**config.mk**
```make
export PLATFORM = sky130hd
export DESIGN_NAME = avail_side_delay
export DESIGN_NICKNAME = d
export VERILOG_FILES = /design/src/logic/avail_side_delay.sv
export SDC_FILE = /design/constraint.sdc
export NUM_CORES = 1
export LEC_CHECK = 0
export BUFFER_PORTS_ARGS = -buffer_cell sky130_fd_sc_hd__buf_2
export CAP_MARGIN = 20
export CORE_MARGIN = 5
export CORE_UTILIZATION = 50
export CTS_CLUSTER_DIAMETER = 200
export CTS_CLUSTER_SIZE = 28
export DETAILED_ROUTE_END_ITERATION = 10
export PLACE_DENSITY = 0.79
export SLEW_MARGIN = 40
export SYNTH_ARGS = -nofsm -noshare
export SYNTH_HDL_FRONTEND = slang
export SYNTH_SLANG_ARGS = --single-unit
```
**constraint.sdc**
```tcl
create_clock -name clk -period 1.4 [get_ports clk]
set_input_delay 0.21 -clock clk [delete_from_list [all_inputs] [get_ports clk]]
set_output_delay 0.21 -clock clk [all_outputs]
set_load 0.1 [all_outputs]
```
**src/logic/avail_side_delay.sv**
```systemverilog
/* Avail and side tag delay line
   Shifts the valid flag and its tag through LATENCY reset stages */

`timescale 1ns/1ps

module avail_side_delay #(
  parameter int LATENCY = 8,
  parameter int SIDE_W  = 8
) (
  input  logic              clk,
  input  logic              rst,
  input  logic              in_avail,
  input  logic [SIDE_W-1:0] in_side,
  output logic              out_avail,
  output logic [SIDE_W-1:0] out_side
);

  // Stage 0 takes the input, stage LATENCY-1 drives the output
  logic [LATENCY-1:0]             avail_sr;
  logic [LATENCY-1:0][SIDE_W-1:0] side_sr;

  // ----------------------------------------------------------
  // Shift line
  // ----------------------------------------------------------
  always_ff @(posedge clk) begin
    if (rst) begin
      // Clear every stage, no stale avail can reach the output
      avail_sr <= '0;
      side_sr  <= '0;
    end else begin
      avail_sr[0] <= in_avail;
      side_sr[0]  <= in_side;
      for (int i = 1; i < LATENCY; i++) begin
        avail_sr[i] <= avail_sr[i-1];
        side_sr[i]  <= side_sr[i-1];
      end
    end
  end

  assign out_avail = avail_sr[LATENCY-1];
  // Tag is passed through untouched
  assign out_side  = side_sr[LATENCY-1];

endmodule

```
# Word level (Yosys, flattened, before mapping)
# Cells that the tools add are included.
# op_classes
multipliers,0
order_cmp,0
bitwise,0
n_addsub,0
n_shift,0
div,0
n_reduce_logical,0
n_eq_ne,0
n_mux,0
# totals
mem_bits_rw,0
out_inout_bits,9
latch_bits,0
in_bits,11
ff_bits,72
mem_count,0
mem_bits_ro,0

# Depth between registers and ports, before layout
# logic_depth
ltp_word,0
mapped_depth,3
ltp_nobuf,1

# Worst setup path after synthesis
# No wires, ideal clock.
# synth_timing
path_kind,flip-flop to output port
start,reg avail_sr[7]
end,out out_avail
slack_ns,0.281
required_ns,1.190
stages_incl_launch_ff,1
arrival_time_ns,0.909
cell_sequence,dfxtp_1
# synth_rtl
item,line,text
from (decl),19,logic [LATENCY-1:0] avail_sr;
"from (signal, indexed assignment)",34,avail_sr[i] <= avail_sr[i-1];
to (decl),14,"output logic out_avail,"
# No word-level cell between the ends.

# Final worst setup path
# layout_timing
start,reg side_sr (netlist bit out_side[1])
end,out out_side[1]
# layout_rtl
item,line,text
from (decl),20,logic [LATENCY-1:0][SIDE_W-1:0] side_sr;
"from (signal, indexed assignment)",35,side_sr[i] <= side_sr[i-1];
to (decl),15,output logic [SIDE_W-1:0] out_side
# No word-level cell between the ends.

==> summary.md <==
| Metric | Value |
|---|---|
| Initial Utilization | 51.4% |
| Post-route DRC violation count | 0 |
| Synth Area in Adders | 0% |
| FF+latch count, synth | 72 |
| DR vias/cell | 4.15 |
| Area growth syn-to-layout | 9.50% |
| CP Max Fanout | 1 |
| Period utilisation layout | 90.3% |
| Vias | 951 |
| TritonRoute pass-1 iters | 3 |
| Area leader, netlist | dfxtp_1 |
| Cells after Synth | 160 |
| Synth unique cells | 4 |
| Placement Cell Area | 2070 um2 |
| Root Driver | clkbuf_8 |
| Setup crit end kind | output port |
| Final Max Tran Viols | 0 |
| Unrepaired setup endpoints after global routing | no |
| HP Class | primary input to flop |
| Wire per inst | 9.33 um |
| Longest Clk Path Bufs | 2 |
| Final Setup Violations | 0 |
| N_diodes | 0 |
| Vias in the first global route | 895 |
| Commonest cells after routing, fill and taps aside | nor2b_1, dfxtp_1, buf_2 |
| Num rows | 23 |
| Simple-gate share of the synthesized area | 22.1% |
| Avg Cell Area, Syn | 12.8 um2 |
| Crit Path Class | flop to output port |
| Total congestion overflow | 0 |
| Largest family of logic cells by synthesized area | simple AND/OR/NAND/NOR gates |
| Final Cell Area | 2240 um2 |
| CP max-delay cell | buf_2 |
| Hold slack | 93.3 ps |
| Die Y | 73.9 um |
| CTS tree | yes |
| Gr usage total | 10.0% |
| Bufs and invs on worst path | 1 |
| P_leak | 0.930 nW |
| Net count, final | 186 |
| Clk sinks | 72 |
| Post-synth net total | 171 |
| Worst-path cell chain | buf_2 |
| YS warnings | 0 |
| Multiplexer share of the synthesized area | 0% |
| CP Launch Type | flop |
| Die W | 73.9 um |
| Worst path arrival time | 1050 ps |
| Top-level I/O count | 20 |
| Placer Congestion | 0.635 |
| First-pass GRT wire length | 3700 um |
| Synth Area in XOR/XNOR | 0% |
| Min cycle time layout | 1260 ps |
| Port bufs | 19 |
| Synth area leaders | dfxtp_1, nor2b_1, buf_6 |
| Cts repair resizes | 0 |
| Clk Latency, worst-skew pair | 330 ps |
| Core area | 3970 um2 |
| Cell Area, Synth | 2040 um2 |
| Starting DRT DRC Count | 13 |
| Status | completed |
| Clock slew at reported path FFs | 60 ps |
| Peak supply drop | 1.15 mV |
| Delay-heaviest family, CP | buffers and inverters |
| Final Core Density | 56.3% |
| Setup tns final | 0 ps |
| Pwr dens | 1580 nW/um2 |
| Largest net degree at the start of global routing | 73 |
| Slew margin rel. | 67.7% |
| Max frequency | 791 MHz |
| Design Power | 3.54 mW |
| Die ar. | 5460 um2 |
| Share of cells above drive strength 1 | 17.3% |
| Worst slew pin tran | 487 ps |
| Setup crit start | out_side[1]$_SDFF_PP0_ |
| CTS Buf Count | 9 |
| Final wirelength | 2140 um |
| Crit path largest cell delay | 420 ps |
| H-Tree Depth | 3 |
| Detail Route Antenna Nets | 0 |
| Clock skew | 5.34 ps |
| Worst R2R Start | side_sr[28]$_SDFF_PP0_ |
| Initial antenna violation count | 0 |
| Hold_buf cts | 0 |
| Setup repair bufs after CTS | 0 |
| Sequential area share after synthesis | 70.6% |
| # Max-Cap Violations | 0 |
| Hold path start | in_side[5] |
| Synth top area share | 70.6% |
| Final hold violation count | 0 |
| Compound-Gate Fraction of Synth Area | 0% |
| Worst Path Required | 1190 ps |
-- final cells by class --
class	count	area, um2
Multi-Input combinational cell	72	450
Tap cell	50	62.6
Clock buffer	15	166
Timing Repair Buffer	20	115
Sequential cell	72	1440
Fill cell	336	1740
-- power by group --
| group | switching (mW) | leakage, nW | total, mW | internal, mW |
|---|---|---|---|---|
| registers | 0.00734 | 0.585 | 2.10 | 2.09 |
| logic | 0.0422 | 0.261 | 0.0801 | 0.0380 |
| clock network | 0.627 | 0.0838 | 1.36 | 0.734 |
| total | 0.677 | 0.930 | 3.54 | 2.86 |
-- state kept, by name, indices dropped and copies added, names as in the netlist --
register	flops
out_side	8
avail_sr	8
side_sr	56
-- logic make-up after synthesis --
kind of cell	Yosys count
and+or+nand+nor	72
buffers and inverters	16
DFF	72
-- per-stage QoR --
stage | worst slack (ps) | instances
3_3_place_gp | 488 | 214
5_1_grt | 78.0 | 229
6_report | 136 | 229
2_1_floorplan | 281 | 160
4_1_cts | 107 | 229
3_5_place_dp | 482 | 214
-- cells in the mapped netlist --
cell and n:
buf_4 8, buf_6 8, dfxtp_1 72, nor2b_1 72
-- per-layer routing --
layer / routed length (um) / vias up / share of wire [%] / GRT usage (%)
met2: 1030 / 26 / 48 / 14.5
met1: 812 / 419 / 38 / 9.34
met3: 232 / 7 / 11 / 8.34
met5: 0 / - / 0 / 0
met4: 60 / 0 / 2.8 / 7.24
li1: - / 499 / - / -
-- worst paths after layout --
path	endpoint	slack, ps	cells past startpoint
worst max-delay path	out_side[1]	140	1
worst min-delay path	side_sr[5]$_SDFF_PP0_	90	2
worst max register to register	side_sr[36]$_SDFF_PP0_	860	1
worst min register to register	avail_sr[5]$_SDFF_PP0_	430	1
Note: power is estimated with default switching activity, not from simulation.
