### src/logic/goldi_params.svh
/* Goldilocks modular multiplier parameters
   Side tag width and the pipeline latencies of each stage */

`ifndef GOLDI_PARAMS_SVH
`define GOLDI_PARAMS_SVH

// Width of the side tag carried next to each item
`define GOLDI_SIDE_W 8

// Inner Karatsuba multiplier: pre-add, partial products, combine
`define GOLDI_KMULT_LAT 3

// 64x64 multiplier: input reg, inner multipliers, combine reg, result reg
`define GOLDI_MULT_LAT (`GOLDI_KMULT_LAT + 3)

// Reduction: intermediate reg, residue reg
`define GOLDI_RED_LAT 2

// Whole pipeline, in to out
`define GOLDI_LAT (`GOLDI_MULT_LAT + `GOLDI_RED_LAT)

`endif

### src/logic/goldi_pkg.sv
/* Goldilocks field types
   Field element, product, side tag, the split-word union and the prime */

`include "goldi_params.svh"

package goldi_pkg;

  // One field element or raw operand
  typedef logic [63:0] goldi_elem_t;

  // Product held as two words, [1] is the upper word
  typedef logic [1:0][63:0] goldi_prod_t;

  // Side tag travelling with avail
  typedef logic [`GOLDI_SIDE_W-1:0] goldi_side_t;

  // One 64-bit word seen whole or as two 32-bit halves
  // Operand split in the multiplier, x1/x2 split in the reduction
  typedef union packed {
    logic [63:0] full;
    struct packed {
      logic [31:0] hi;
      logic [31:0] lo;
    } half;
  } goldi_split_u;

  // p = 2^64 - 2^32 + 1
  localparam goldi_elem_t GOLDI_P = 64'hffff_ffff_0000_0001;

endpackage

### src/logic/goldi_reduce.sv
/* Goldilocks reduction, 128-bit value to canonical residue below p
   Two stages using 2^64 = 2^32 - 1 and 2^96 = -1 modulo p */

`timescale 1ns/1ps

module goldi_reduce (
  input  logic                  clk,
  input  goldi_pkg::goldi_prod_t z,
  output goldi_pkg::goldi_elem_t residue
);

  import goldi_pkg::*;

  // 2^64 mod p
  localparam goldi_elem_t EPS = 64'h0000_0000_ffff_ffff;

  // ----------------------------------------------------------
  // Stage 1 : x0 - x2 + x1*(2^32 - 1)
  // ----------------------------------------------------------
  goldi_elem_t  x0;
  goldi_split_u x_hi;
  goldi_elem_t  x1_fold;
  logic [65:0]  v_d;
  goldi_elem_t  s1_low;
  logic         s1_borrow;
  logic         s1_carry;

  assign x0        = z[0];
  // x1 in the low half, x2 in the high half
  assign x_hi.full = z[1];
  // x1*2^32 - x1, always below 2^64
  assign x1_fold   = {x_hi.half.lo, 32'd0} - {32'd0, x_hi.half.lo};

  // Range is -(2^32 - 1) up to just under 2^65, 66 bits signed
  assign v_d = {2'b00, x0} + {2'b00, x1_fold} - {34'd0, x_hi.half.hi};

  always_ff @(posedge clk) begin
    s1_low    <= v_d[63:0];
    s1_borrow <= v_d[65];
    s1_carry  <= ~v_d[65] & v_d[64];
  end

  // ----------------------------------------------------------
  // Stage 2 : fold and final subtract
  // ----------------------------------------------------------
  goldi_elem_t fold;
  goldi_elem_t fold_sub;
  goldi_elem_t s2_residue;

  always_comb begin
    if (s1_borrow) begin
      // Negative value, add p back
      fold = s1_low + GOLDI_P;
    end else if (s1_carry) begin
      // Dropped 2^64 is worth 2^32 - 1, same as subtracting p
      fold = s1_low + EPS;
    end else begin
      fold = s1_low;
    end
  end

  // Only the plain case can land at or above p
  assign fold_sub = fold - GOLDI_P;

  always_ff @(posedge clk) begin
    s2_residue <= (fold >= GOLDI_P) ? fold_sub : fold;
  end

  assign residue = s2_residue;

endmodule

### config.mk
export PLATFORM = sky130hd
export DESIGN_NAME = goldi_reduce
export DESIGN_NICKNAME = d
export VERILOG_FILES = /design/src/logic/goldi_pkg.sv /design/src/logic/goldi_reduce.sv
export VERILOG_INCLUDE_DIRS = /design/src /design/src/logic
export SDC_FILE = /design/constraint.sdc
export NUM_CORES = 1
export LEC_CHECK = 0
export BUFFER_PORTS_ARGS = -buffer_cell sky130_fd_sc_hd__buf_2
export CORE_MARGIN = 2
export CORE_UTILIZATION = 44
export DETAILED_ROUTE_END_ITERATION = 12
export SLEW_MARGIN = 30
export SYNTH_ARGS = -nofsm -noshare
export SYNTH_HDL_FRONTEND = slang
export SYNTH_SLANG_ARGS = --single-unit
### constraint.sdc
create_clock -name clk -period 13.3 [get_ports clk]
set_input_delay 0.665 -clock clk [delete_from_list [all_inputs] [get_ports clk]]
set_output_delay 0.665 -clock clk [all_outputs]
set_load 0.005 [all_outputs]
### Word-level counts from Yosys, hierarchy flattened

Index checks and enable logic that the tools add are counted.

| cells by class | value |
|---|---|
| bitwise gates (word level) | 2 |
| order comparisons | 1 |
| mux-type cells | 3 |
| add/subtract/negate cells | 6 |

Operators by type and width:

| cell | count |
|---|---|
| 64-bit 2-to-1 mux | 3 |
| 65-bit by 32-bit subtractor with 66-bit output | 1 |
| 64-bit by 64-bit adder with 65-bit output | 1 |
| 64-bit by 32-bit adder with 64-bit output (second input constant) | 1 |
| 64-bit adder (second input constant) | 1 |
| 64-bit greater-or-equal comparator (second input constant) | 1 |
| 64-bit by 32-bit subtractor with 64-bit output | 1 |
| 64-bit subtractor (second input constant) | 1 |
| 1-bit bitwise AND | 1 |
| 1-bit inverter | 1 |

| storage, ports and cells | value |
|---|---|
| bits of input ports | 129 |
| logic and storage cells | 16 |
| flip-flop bits (word level) | 130 |

### Depth between registers and ports, before layout

| logic depth | value |
|---|---|
| depth in word-level cells | 5 |
| depth in mapped cells | 23 |
| gate-level depth less buffers | 21 |

### Least setup slack after synthesis

OpenSTA, ideal clock, no wires.

| timing | value |
|---|---|
| path kind | input port to flip-flop |
| start | input z[68] (netlist bit) |
| end | register s1_low[45] |
| setup slack | 7038 ps |
| stages | 20 |
| path buffers | 1 |
| arrival time | 6137 ps |
| cell sequence | nor4_1 nand2_1 nor3_1 nor3b_1 and3_1 clkbuf_1 nor4_1 o21a_1 fa_1 ha_1 o21ai_0 nor2_1 a41oi_1 a2111oi_0 o21ai_0 o31ai_1 o22ai_1 o41ai_1 a221oi_1 xnor2_1 |

| between the ends | value |
|---|---|
| longest elaborated chain between the ends | 3 |

Ends and longest elaborated chain:

| what | RTL line | RTL |
|---|---|---|
| start, declared | goldi_reduce.sv:8 | `input goldi_pkg::goldi_prod_t z,` |
| 64-bit by 32-bit subtractor with 64-bit output | goldi_reduce.sv:32 | `assign x1_fold = {x_hi.half.lo, 32'd0} - {32'd0, x_hi.half.lo};` |
| 64-bit by 64-bit adder with 65-bit output | goldi_reduce.sv:35 | `assign v_d = {2'b00, x0} + {2'b00, x1_fold} - {34'd0, x_hi.half.hi};` |
| 65-bit by 32-bit subtractor with 66-bit output | goldi_reduce.sv:35 |  |
| via v_d[45] | goldi_reduce.sv:23 | `logic [65:0] v_d;` |
| end signal, assigned | goldi_reduce.sv:38 | `s1_low <= v_d[63:0];` |
| end, declared | goldi_reduce.sv:24 | `goldi_elem_t s1_low;` |

The timed path passes the listed nets, and every way through them passes these cells.

### Final worst setup path

Same ends and word-level chain as after synthesis.

==> impl_metrics.tcl <==
set metrics [dict create \
    final_max_slew_viol_count 0 \
    fillers 2931 \
    path_max_fanout 10 \
    drc_errors 0 \
    start_util 0.450 \
    ys_seq_elements 130 \
    post_cts_resized 0 \
    die_w_um 176 \
    yosysWarnings 0 \
    setup_ws_ns 6.00 \
    clk_latency_ns 0.43 \
    cts_root_buf "clkbuf_16" \
    power.density_nw_per_um2 148 \
    maxCapViolations 0 \
    cp-end-kind "flop" \
    drt_iter0_drc 721 \
    rsz0062_at_grt "no" \
    via_count 12600 \
    synthesis.nets 1981 \
    nNetsFinal 2126 \
    die_h_um 176 \
    synth_seq_area_share 0.200 \
    core_sq_um 28900 \
    clk_path_buf_depth 2 \
    fin_crit_sh 0.549 \
    tns_ns 0 \
    netlist_area_sq_um 13000 \
    critical_path_required_ns 13.60 \
    leakage_nw 6.48 \
    synth_edf_count 0 \
    wl_per_cell_um 18.3 \
    viasPerCell 5.56 \
    dr.pass1.iters 5 \
    hpwl_mm 34.8 \
    start_kind "primary input" \
    multiInputGateArea_sq_um 9320 \
    io_pins 193 \
    die_area_sq_um 31000 \
    finalWirelength_mm 41.3 \
    ys_async_sr_fraction 0 \
    synthCells 1717 \
    ctsHoldBuffers 0 \
    hold_viol 0 \
    min_path_type "primary input to flop" \
    port-buffer-count 192 \
    mostFrequentLayoutCells "226 x inv_1, 192 x buf_2, 130 x dfxtp_1, 120 x nor2_1, 112 x nand2_1" \
    total_power_w 0.00219 \
    grt_pass1_vias 11800 \
    postCtsSetupBuffers 0 \
    seqCellArea_sq_um 2600 \
    final_common_cell "inv_1" \
    fmax_ghz 0.137 \
    arrival_ns 7.60 \
    path_clk_slew_ns 0.05 \
    track_usage 0.265 \
    place.gp.congestion 0.959 \
    cts_made_buffers 17 \
    maxSlewHeadroom 0.324 \
    row_count 62 \
    ant_nets 0 \
    drive_gt1_frac 0.147 \
    grt_antenna_before_repair 1 \
    antennaDiodeCount 0 \
    period_needed_ns 7.30 \
    dp_slack_ns 5.36 \
    syn_area_per_cell_sq_um 7.59 \
    fin_skew_ns 0.00960 \
    status "complete, no violations" \
    ys_types 79 \
    cts_tree "yes" \
    grt_start_max_net_pins 34 \
    worst_slew_pin_slew_ns 1.00 \
    ctsHtreeMaxLevel 4 \
    synth_top_flop_cell "dfxtp_1" \
    max-vdd-ir-drop_v 0.0000739 \
    crit_type "primary input to flop" \
    clkSinkCount 130 \
    grt_first_pass_wirelength_mm 64.4 \
    overflow 0 \
    finalSetupViolCount 0 \
    r2r_setup_slack_ns 7.87 \
    syn_to_final_growth_pct 13.7 \
]
==> layer usage <==
| layer | routed length (um) | vias up | GRT usage |
|---|---|---|---|
| met5 | 0 | - | 0 |
| met4 | 1030 | 0 | 0.0926 |
| met3 | 2610 | 53 | 0.0366 |
| met2 | 17900 | 461 | 0.408 |
| met1 | 19800 | 5721 | 0.377 |
| li1 | - | 6325 | - |
==> synth_stat cells, drive strengths merged, types with 18 or more instances <==
master,number,area (sq um)
nand2,112,420
xor2,90,788
dfxtp,130,2600
nand2b,20,125
and3,19,119
ha,103,1290
xnor2,90,788
or3,29,181
o21a,21,158
or2,18,113
clkbuf,55,206
nand4,47,307
a21oi,83,419
nand3,46,230
o21ai,50,250
fa,32,641
inv,226,848
nor2,120,450
nor3,101,521
o22ai,19,119
a21o,38,285
nor4,63,497
==> kinds of logic after synthesis <==
| kind of cell | count (synthesis) | synth area share |
|---|---|---|
| AND/OR/NAND/NOR | 653 | 0.275 |
| XOR/XNOR | 180 | 0.121 |
| multiplexers | 7 | 0.00547 |
| buffers and inverters | 295 | 0.0874 |
| adder cells (fa/ha/maj) | 135 | 0.148 |
| flip-flops | 130 | 0.200 |
| AO/OA/AOI/OAI | 317 | 0.163 |
==> per-stage QoR <==
stage	utilization	std cells	hold slack, ns	instance area [sq um]
finish	0.512	2259	0.464	14800
global route	0.512	2259	0.458	14800
CTS	0.512	2259	0.446	14800
detailed placement	0.491	2227	0.590	14200
global placement	0.491	2227	0.578	14200
floorplan	-	1717	0.500	13000
==> where the power goes <==
part	switching (W)	total (W)	internal (W)
clock	0.000169	0.000452	0.000284
sequential	0.000210	0.000776	0.000566
combinational	0.000550	0.000960	0.000410
total	0.000929	0.00219	0.00126
==> worst paths after layout <==
path,endpoint,startpoint,cells past startpoint
hold reg to reg,residue[58],s1_low[58],2
setup / recovery,s1_low[45],z[68],20
hold / removal,s1_low[0],z[0],2
setup reg to reg,residue[1],s1_low[2],10
==> final cells by class <==
type | instances | area share
clock buffers | 19 | 0.0306
clock inverters | 13 | 0.00920
inverters | 226 | 0.0572
multi-input cells | 1292 | 0.629
flip-flops and latches | 130 | 0.176
well taps | 384 | 0.0324
repair buffers | 195 | 0.0664
==> sequential cells by signal, summed over array words and instances (netlist names) <==
signal	cells
residue	64
s1_low	64
s1_borrow	1
s1_carry	1
==> critical path, stage by stage <==
cell	delay, ns
buf_2	0.13
nor4_2	0.59
nand2_1	0.27
nor3_1	0.26
nor3b_1	0.65
and3_1	0.55
nor4_1	0.14
o21a_1	0.26
fa_1	0.45
ha_1	0.35
o21ai_0	0.10
nor2_1	0.22
a41oi_1	0.20
a2111oi_0	0.60
o21ai_0	0.42
o31ai_1	0.43
o22ai_1	0.23
o41ai_1	0.71
a221oi_1	0.20
xnor2_1	0.17
Power figures use the tool's default switching activity.
